[config.mk]
export PLATFORM = sky130hd
export DESIGN_NAME = reqArbTop
export DESIGN_NICKNAME = d
export VERILOG_FILES = /design/src/hw/arbPkg.sv /design/src/hw/reqDeglitch.sv /design/src/hw/rrArbiter.sv /design/src/hw/grantCapture.sv /design/src/hw/reqArbTop.sv
export SDC_FILE = /design/constraint.sdc
export NUM_CORES = 1
export LEC_CHECK = 0
export BUFFER_PORTS_ARGS = -buffer_cell sky130_fd_sc_hd__buf_2
export CORE_MARGIN = 1.5
export CORE_UTILIZATION = 45
export DETAILED_ROUTE_END_ITERATION = 8
export PLACE_DENSITY = 0.82
export SLEW_MARGIN = 20
export SYNTH_ARGS = -nofsm -noshare
export SYNTH_HDL_FRONTEND = slang
export SYNTH_SLANG_ARGS = --single-unit
export TNS_END_PERCENT = 1
[constraint.sdc]
create_clock -name AClkB -period 2.8 [get_ports AClkB]
set_input_delay 0.28 -clock AClkB [delete_from_list [all_inputs] [get_ports AClkB]]
set_output_delay 0.28 -clock AClkB [all_outputs]
set_load 0.1 [all_outputs]
[src/hw/arbPkg.sv]
`default_nettype none

package arbPkg;

  // Number of requesters sharing the arbiter
  localparam int unsigned LineCnt = 4;

  // Width of the data word each requester offers
  localparam int unsigned DataWidth = 8;

  // Anti-glitch depth used when the top level is not overridden
  localparam int unsigned FilterLenDef = 3;

  // Bits needed to name one line
  localparam int unsigned LineIdxWidth = $clog2(LineCnt);

  // One bit per line, used for requests, grants and the pointer
  typedef logic [LineCnt-1:0] lineMaskT;

  // Index of a single line
  typedef logic [LineIdxWidth-1:0] lineIdxT;

  // Data word of one requester
  typedef logic [DataWidth-1:0] dataWordT;

  // All requesters' data words, line 0 in the lowest slot
  typedef dataWordT [LineCnt-1:0] lineDataT;

  // Grant result as seen by the consumer
  typedef struct packed {
    logic     valid;
    lineIdxT  idx;
    dataWordT data;
  } grantInfoT;

endpackage

`default_nettype wire

[src/hw/reqDeglitch.sv]
`timescale 1ns/1ps
`default_nettype none

module reqDeglitch #(
  parameter int FilterLen = 3
) (
  input  logic            AClkB,
  input  logic            AResetBN,
  input  arbPkg::lineMaskT Req,
  output arbPkg::lineMaskT ReqClean
);

  import arbPkg::*;

  // Sample history per line, newest sample in bit 0
  logic [LineCnt-1:0][FilterLen-1:0] reqHist;
  logic [LineCnt-1:0][FilterLen-1:0] reqHistNext;

  // Held filter outputs
  lineMaskT cleanQ;
  lineMaskT cleanNext;

  // Per-line summary of the history
  lineMaskT histAllHigh;
  lineMaskT histAnyHigh;

  always_comb
  begin
    for (int line = 0; line < LineCnt; line++)
    begin
      reqHistNext[line] = {reqHist[line][FilterLen-2:0], Req[line]};
      histAllHigh[line] = &reqHist[line];
      histAnyHigh[line] = |reqHist[line];
    end
  end

  // Set on an all-high history, clear on all-low, otherwise hold
  always_comb
  begin
    for (int line = 0; line < LineCnt; line++)
    begin
      cleanNext[line] = histAllHigh[line] | (histAnyHigh[line] & cleanQ[line]);
    end
  end

  always_ff @(posedge AClkB or negedge AResetBN)
  begin
    if (!AResetBN)
    begin
      reqHist <= '0;
      cleanQ  <= '0;
    end
    else
    begin
      reqHist <= reqHistNext;
      cleanQ  <= cleanNext;
    end
  end

  assign ReqClean = cleanQ;

endmodule

`default_nettype wire

[src/hw/rrArbiter.sv]
`timescale 1ns/1ps
`default_nettype none

module rrArbiter (
  input  logic             AClkB,
  input  logic             AResetBN,
  input  arbPkg::lineMaskT ReqClean,
  output arbPkg::lineMaskT Grant,
  output arbPkg::lineMaskT GrantNext
);

  import arbPkg::*;

  // One-hot priority pointer and the registered grant
  lineMaskT ptrQ;
  lineMaskT ptrNext;
  lineMaskT grantQ;

  // Requests seen from the pointer position
  lineMaskT reqRot;
  // Running OR of the rotated requests from bit 0 upward
  logic [LineCnt-2:0] reqRotSeen;
  // Lowest rotated request only
  lineMaskT reqRotLow;
  // Winner back in line order
  lineMaskT grantComb;

  logic reqAny;
  logic holderStays;

  // Rotate right by the pointer position
  always_comb
  begin
    reqRot = '0;
    for (int row = 0; row < LineCnt; row++)
    begin
      for (int col = 0; col < LineCnt; col++)
      begin
        reqRot[col] = reqRot[col] | (ptrQ[row] & ReqClean[(row + col) % LineCnt]);
      end
    end
  end

  // Keep only the first request at or above the pointer
  always_comb
  begin
    reqRotSeen[0] = reqRot[0];
    for (int col = 1; col < LineCnt - 1; col++)
    begin
      reqRotSeen[col] = reqRot[col] | reqRotSeen[col-1];
    end
    reqRotLow = reqRot & ~{reqRotSeen, 1'b0};
  end

  // Rotate the winner back left into line order
  always_comb
  begin
    grantComb = '0;
    for (int row = 0; row < LineCnt; row++)
    begin
      for (int col = 0; col < LineCnt; col++)
      begin
        grantComb[(row + col) % LineCnt] = grantComb[(row + col) % LineCnt] |
                                           (ptrQ[row] & reqRotLow[col]);
      end
    end
  end

  assign reqAny = |ReqClean;

  // Pointer stands still while the current holder keeps requesting
  assign holderStays = |(ReqClean & grantQ);

  always_comb
  begin
    if (reqAny && !holderStays)
    begin
      ptrNext = {ptrQ[LineCnt-2:0], ptrQ[LineCnt-1]};
    end
    else
    begin
      ptrNext = ptrQ;
    end
  end

  always_ff @(posedge AClkB or negedge AResetBN)
  begin
    if (!AResetBN)
    begin
      ptrQ   <= lineMaskT'(1);
      grantQ <= '0;
    end
    else
    begin
      ptrQ   <= ptrNext;
      grantQ <= grantComb;
    end
  end

  assign Grant     = grantQ;
  assign GrantNext = grantComb;

endmodule

`default_nettype wire

[src/hw/grantCapture.sv]
`timescale 1ns/1ps
`default_nettype none

module grantCapture (
  input  logic              AClkB,
  input  logic              AResetBN,
  input  arbPkg::lineMaskT  Grant,
  input  arbPkg::lineMaskT  GrantNext,
  input  arbPkg::lineDataT  ReqData,
  output arbPkg::grantInfoT GrantInfo
);

  import arbPkg::*;

  dataWordT  dataSel;
  dataWordT  dataNext;
  dataWordT  dataQ;
  logic      captureEn;
  lineIdxT   grantIdx;
  logic      grantValid;
  grantInfoT info;

  // AND-OR row select, GrantNext is one-hot or zero
  always_comb
  begin
    dataSel = '0;
    for (int line = 0; line < LineCnt; line++)
    begin
      dataSel = dataSel | (ReqData[line] & {DataWidth{GrantNext[line]}});
    end
  end

  assign captureEn = |GrantNext;

  // Last granted word survives while nothing is granted
  assign dataNext = captureEn ? dataSel : dataQ;

  always_ff @(posedge AClkB or negedge AResetBN)
  begin
    if (!AResetBN)
    begin
      dataQ <= '0;
    end
    else
    begin
      dataQ <= dataNext;
    end
  end

  // One-hot to index, OR of the positions of the set bits
  always_comb
  begin
    grantIdx = '0;
    for (int line = 0; line < LineCnt; line++)
    begin
      grantIdx = grantIdx | (Grant[line] ? lineIdxT'(line) : lineIdxT'(0));
    end
  end

  assign grantValid = |Grant;

  always_comb
  begin
    info.valid = grantValid;
    info.idx   = grantIdx;
    info.data  = dataQ;
  end

  assign GrantInfo = info;

endmodule

`default_nettype wire

[src/hw/reqArbTop.sv]
`timescale 1ns/1ps
`default_nettype none

module reqArbTop #(
  parameter int FilterLen = arbPkg::FilterLenDef
) (
  input  logic              AClkB,
  input  logic              AResetBN,
  input  arbPkg::lineMaskT  Req,
  input  arbPkg::lineDataT  ReqData,
  output arbPkg::lineMaskT  Grant,
  output arbPkg::grantInfoT GrantInfo
);

  import arbPkg::*;

  // Debounced request levels
  lineMaskT reqClean;

  // Winner of the current cycle, before the grant register
  lineMaskT grantNext;

  reqDeglitch #(
    .FilterLen (FilterLen)
  ) u_reqDeglitch (
    .AClkB    (AClkB),
    .AResetBN (AResetBN),
    .Req      (Req),
    .ReqClean (reqClean)
  );

  rrArbiter u_rrArbiter (
    .AClkB     (AClkB),
    .AResetBN  (AResetBN),
    .ReqClean  (reqClean),
    .Grant     (Grant),
    .GrantNext (grantNext)
  );

  // Data is taken at the same edge the grant loads
  grantCapture u_grantCapture (
    .AClkB     (AClkB),
    .AResetBN  (AResetBN),
    .Grant     (Grant),
    .GrantNext (grantNext),
    .ReqData   (ReqData),
    .GrantInfo (GrantInfo)
  );

endmodule

`default_nettype wire

# --- Yosys cells after proc, flatten, opt, wreduce, memory -nomap -nowiden ---
# Index checks and enable logic that the tools add are counted.
classes:
  n_mux: 3
  n_bitwise: 78
  reduce_logical: 14
ops:
  columns: ["op", "count"]
  rows:
  - ["$and 1x1->1", 36]
  - ["$and 8x8->8", 4]
  - ["$or 1x1->1", 30]
  - ["$or 8x8->8", 3]
  - ["$reduce_or 4->1", 4]
  - ["$reduce_and 3->1", 4]
  - ["$reduce_or 3->1", 4]
  - ["$and 4x4->4", 2]
  - ["$mux 2", 2]
  - ["$not 4->4", 1]
  - ["$or 1x2->2", 1]
  - ["$or 2x2->2", 1]
  - ["$logic_and 1x1->1", 1]
  - ["$logic_not 1->1", 1]
  - ["$mux 1", 1]
totals:
  output_inout_bits: 15
  reg_bits: 32
  wordCells: 103
  inputBits: 38

# --- Logic depth before layout (Yosys ltp) ---
depth:
  word_depth: 16
  mapped_depth: 11
  ltp_nobuf: 7

# --- Modules after synthesis ---
# Synthesis repeated with hierarchy kept, for this count alone.
hier_totals:
  hier_cells: 140
  area_unflattened_um2: 1541.5
by_module_without_submodules:
  columns: ["module", "n_inst", "cells_per_inst", "area_per_inst_um2", "seq_area_each_um2"]
  rows:
  - ["rrArbiter", 1, 57, 570.5, 201.4]
  - ["grantCapture", 1, 51, 495.5, 200.2]
  - ["reqDeglitch", 1, 32, 475.5, 400.4]

# --- Least setup slack after synthesis ---
# No wires, ideal clock.
synth_timing:
  path_kind: "register to register"
  start: "reg u_rrArbiter.ptrQ[1]"
  end: "reg u_grantCapture.dataQ[4]"
  setup_ps: 136
  required_time_ps: 2664
  n_path_buf: 4
  path_stages_with_launch: 12
  arrival_ps: 2693
  slack_ps: -29
  path_cell_list: "dfrtp_1 -> buf_6 -> a222oi_1 -> nand2_1 -> a22o_1 -> a221o_1 -> buf_6 -> or4_4 -> buf_6 -> buf_12 -> nor2_4 -> a31oi_2"
synth_via:
  word_cells_on_any_way: 56
  cone_classes: "bitwise: 55; reduce/logical: 1"
synth_lines:
  columns: ["item", "line_no", "text"]
  rows:
  - ["start, declared", "rrArbiter.sv:15", "lineMaskT ptrQ;"]
  - ["start signal, assigned", "rrArbiter.sv:90", "ptrQ <= lineMaskT'(1);"]
  - ["start signal, assigned", "rrArbiter.sv:95", "ptrQ <= ptrNext;"]
  - ["$and 1x1->1", "rrArbiter.sv:39", "reqRot[col] = reqRot[col] | (ptrQ[row] & ReqClean[(row + col) % LineCnt]);"]
  - ["$or 1x1->1 (3 in series)", "rrArbiter.sv:39", null]
  - ["$or 1x1->1 (2 in series)", "rrArbiter.sv:50", "reqRotSeen[col] = reqRot[col] | reqRotSeen[col-1];"]
  - ["$not 4->4", "rrArbiter.sv:52", "reqRotLow = reqRot & ~{reqRotSeen, 1'b0};"]
  - ["$and 4x4->4", "rrArbiter.sv:52", null]
  - ["$and 1x1->1", "rrArbiter.sv:64", "(ptrQ[row] & reqRotLow[col]);"]
  - ["$or 1x1->1", "rrArbiter.sv:63", "grantComb[(row + col) % LineCnt] = grantComb[(row + col) % LineCnt] |"]
  - ["$or 1x1->1 (*)", "rrArbiter.sv:63", null]
  - ["via grantNext[1]", "reqArbTop.sv:21", "lineMaskT grantNext;"]
  - ["$and 8x8->8", "grantCapture.sv:29", "dataSel = dataSel | (ReqData[line] & {DataWidth{GrantNext[line]}});"]
  - ["$or 8x8->8 (3 in series)", "grantCapture.sv:29", null]
  - ["end signal, assigned", "grantCapture.sv:46", "dataQ <= dataNext;"]
  - ["end, declared", "grantCapture.sv:17", "dataWordT dataQ;"]
# The timed path passes the listed nets; every way through them passes the cells marked *.
# A chain may end at the register's enable or synchronous reset.

# --- Worst setup path after layout ---
layout_timing:
  start: "reg u_rrArbiter.ptrQ[1]"
  end: "reg u_grantCapture.dataQ[2]"
layout_via:
  word_cells_on_any_way: 56
  cone_classes: "bitwise: 55; reduce/logical: 1"
layout_lines:
  columns: ["item", "line_no"]
  rows:
  - ["$and 1x1->1", "rrArbiter.sv:39"]
  - ["$or 1x1->1 (3 in series)", "rrArbiter.sv:39"]
  - ["$or 1x1->1 (2 in series)", "rrArbiter.sv:50"]
  - ["$not 4->4", "rrArbiter.sv:52"]
  - ["$and 4x4->4", "rrArbiter.sv:52"]
  - ["$and 1x1->1", "rrArbiter.sv:64"]
  - ["$or 1x1->1 (2 in series)", "rrArbiter.sv:63"]
  - ["$or 1x1->1 (*)", "rrArbiter.sv:63"]
  - ["via grantNext[3]", "reqArbTop.sv:21"]
  - ["$and 8x8->8", "grantCapture.sv:29"]
  - ["$or 8x8->8", "grantCapture.sv:29"]
# Marks and branches as above.

==> flow_summary.toml <==
[status]
outcome = "completed"

[final_layout]
final_cell_mix = "buf_2 (52), dfrtp_1 (29), nand2_1 (17)"
final_cell_area_um2 = 2250
utilization = 0.605
area_growth_pct = 26.7
layout-drive-gt1-share = 0.424
finalNetCount = 275
final_common_cell = "buf_2"
fin_cells = 286
fillCellCount = 310
n_antenna_cell = 0

[route]
num_vias = 1736
post-route-drc-count = 0
routed_wl_um = 4550
route.antenna.remaining_nets = 0
dr.pass1.iters = 6
routedWlPerCell_um = 15.9
avgViaCountPerCell = 6.07
drt-initial-drc-count = 197

[placed_design]
io_buffers = 52
hpwlAfterDp_um = 3120
dp.cells = 272
place_area_um2 = 2070
gp_congestion = 0.947

[timing]
whs_ns = 0.0402
rsz0062_at_grt = "yes"
max_freq_ghz = 0.364
hold_viol_final = 0
setup_viol = 0
min_period_ns = 2.75
worst_slew_pin_slew_ns = 0.703
final_max_slew_viol_count = 0
setup_tns_ns = 0
period_share = 0.981
fin_skew_ns = 0.00706
relSlewSlack = 0.532

[min_path]
hold_path_class = "primary input to asynchronous set/reset pin"

[clock_tree]
clock_latency_ns = 0.29
tritoncts = "yes"
clkTransAtPathRegs_ns = 0.07
clock-root-buffer = "clkbuf_8"
htreeDepth = 2
ctsLongestPathBuffers = 2
numCtsBuffers = 5
clock_sinks = 32

[job]
max-cap-violations = 0

[worst_setup_path]
worstPathRequired_ns = 2.95
critical_path_class = "register to register"
end_kind = "register"
cp.arrival_ns = 2.89
start_kind = "register"
cp_max_fo = 8
reg2reg_depth = 8

[yosys]
synth_edf_count = 0
synth_top_area_share = 0.437
synth.area.top_cells = "dfrtp_1 (44%), a22o_1 (4.9%), a31oi_2 (4.9%)"
synth_area_leader_cell = "dfrtp_1"
synth_nets = 214
ys.flop_type = "dfrtp_1"
syn-instance-count = 176
yosysWarnings = 0
yosysUniqueCellTypes = 44
synth_seq_cells = 32
synth_area_um2 = 1770
seq_area_frac_synth = 0.452
synthArstFlopShare = 1.00
syn-mean-instance-area_um2 = 10.1

[grt]
grt_pass1_wl_um = 6680
grt_max_degree = 33
grt_usage = 0.201
grt_pass1_vias = 1451
antenna_found_initial = 0
overflow = 0

[floorplan]
io_pins = 53
die_w_um = 65.8
dieArea_um2 = 4330
coreArea_um2 = 3720
rows = 22
start_util = 0.477
die_y_um = 65.8

[pwr]
switching_power_mw = 0.224
p_leak_nw = 0.983
sequentialPowerShare = 0.496
p_per_area_nw_per_um2 = 445
p_int_mw = 0.777
p_sw_frac = 0.224
irDropWorstVdd_uv = 329
pwr-share-clk = 0.434
combPwrFrac = 0.070
cell type report:
type | instances | area (um2) | share of cell area
flip-flops and latches | 32 | 805 | 0.358
clock inverters | 2 | 35.0 | 0.0156
clock buffers | 6 | 72.6 | 0.0323
multi-input cells | 124 | 877 | 0.390
inverters | 7 | 26.3 | 0.0117
well taps | 48 | 60.1 | 0.0267
repair buffers | 67 | 373 | 0.166
sequential cells by signal (all words and copies together) (netlist names):
name and cells:
u_rrArbiter.ptrQ 4, u_rrArbiter.Grant 4, u_reqDeglitch.ReqClean 4, u_grantCapture.dataQ 8, u_reqDeglitch.reqHist 12
metrics by stage:
stage	setup slack (ns)	power (mW)
3_3_place_gp	0.184	0.567
5_1_grt	-0.0291	1.03
6_report	0.0544	1.00
2_1_floorplan	0.0260	0.521
3_5_place_dp	0.101	0.569
4_1_cts	0.0781	0.998
cells in the mapped netlist (all sizes together) (3+ instances only):
master  number
nor2        14
a22oi       10
nand2       17
a31oi        8
nand3        5
a222oi       3
a22o        10
a21oi        7
buf          8
and2         3
o21ai       12
clkbuf       6
inv          7
or2          3
dfrtp       31
a221oi       8
worst max-delay path: stages (launching register included):
cell and delay, ns:
dfrtp_2 0.44, buf_4 0.15, a22oi_1 0.30, a2111oi_0 0.20
or3b_1 0.43, o21bai_1 0.23, or4_4 0.66, nor2_4 0.14
a31oi_2 0.05
kinds of logic (layout without fill, tap and decap cells):
logic type             after synthesis  count (layout)  synth area share
DFF                                 32              32             0.452
buffers and inverters               21              82            0.0712
and+or+nand+nor                     52              53             0.150
AOI/OAI and AO/OA                   70              70             0.321
muxes                                1               1           0.00635
final timing paths:
kind / to / slack, ns / start
worst max-delay path: u_grantCapture.dataQ[2] / 0.05 / u_rrArbiter.ptrQ[1]
worst min-delay path: u_grantCapture.dataQ[6] / 0.04 / AResetBN
worst max register to register: u_grantCapture.dataQ[2] / 0.05 / u_rrArbiter.ptrQ[1]
worst min register to register: u_reqDeglitch.reqHist[5] / 0.37 / u_reqDeglitch.reqHist[4]
max in group asynchronous: u_rrArbiter.ptrQ[1] / 2.27 / AResetBN
min in group AClkB: u_reqDeglitch.reqHist[9] / 0.10 / Req[3]
power groups by stage:
stage	logic, mW	clock network [mW]	registers [mW]
final	0.0700	0.435	0.496
after global routing	0.0774	0.457	0.498
after CTS	0.0643	0.437	0.497
after detailed placement	0.0638	0	0.505
after global placement	0.0625	0	0.504
after floorplan	0.0283	0	0.493
timing repair:
item,CTS,global route
buffers inserted,0,5
hold buffers,0,0
endpoints found under the setup margin,0,8
gates resized for setup,0,10
metal layers:
metal,global-route usage,part of all wire
met4,0.0807,0.014
met2,0.293,0.48
met3,0.0528,0.090
met5,0,0
met1,0.283,0.42
Power figures use the tool's default switching activity.
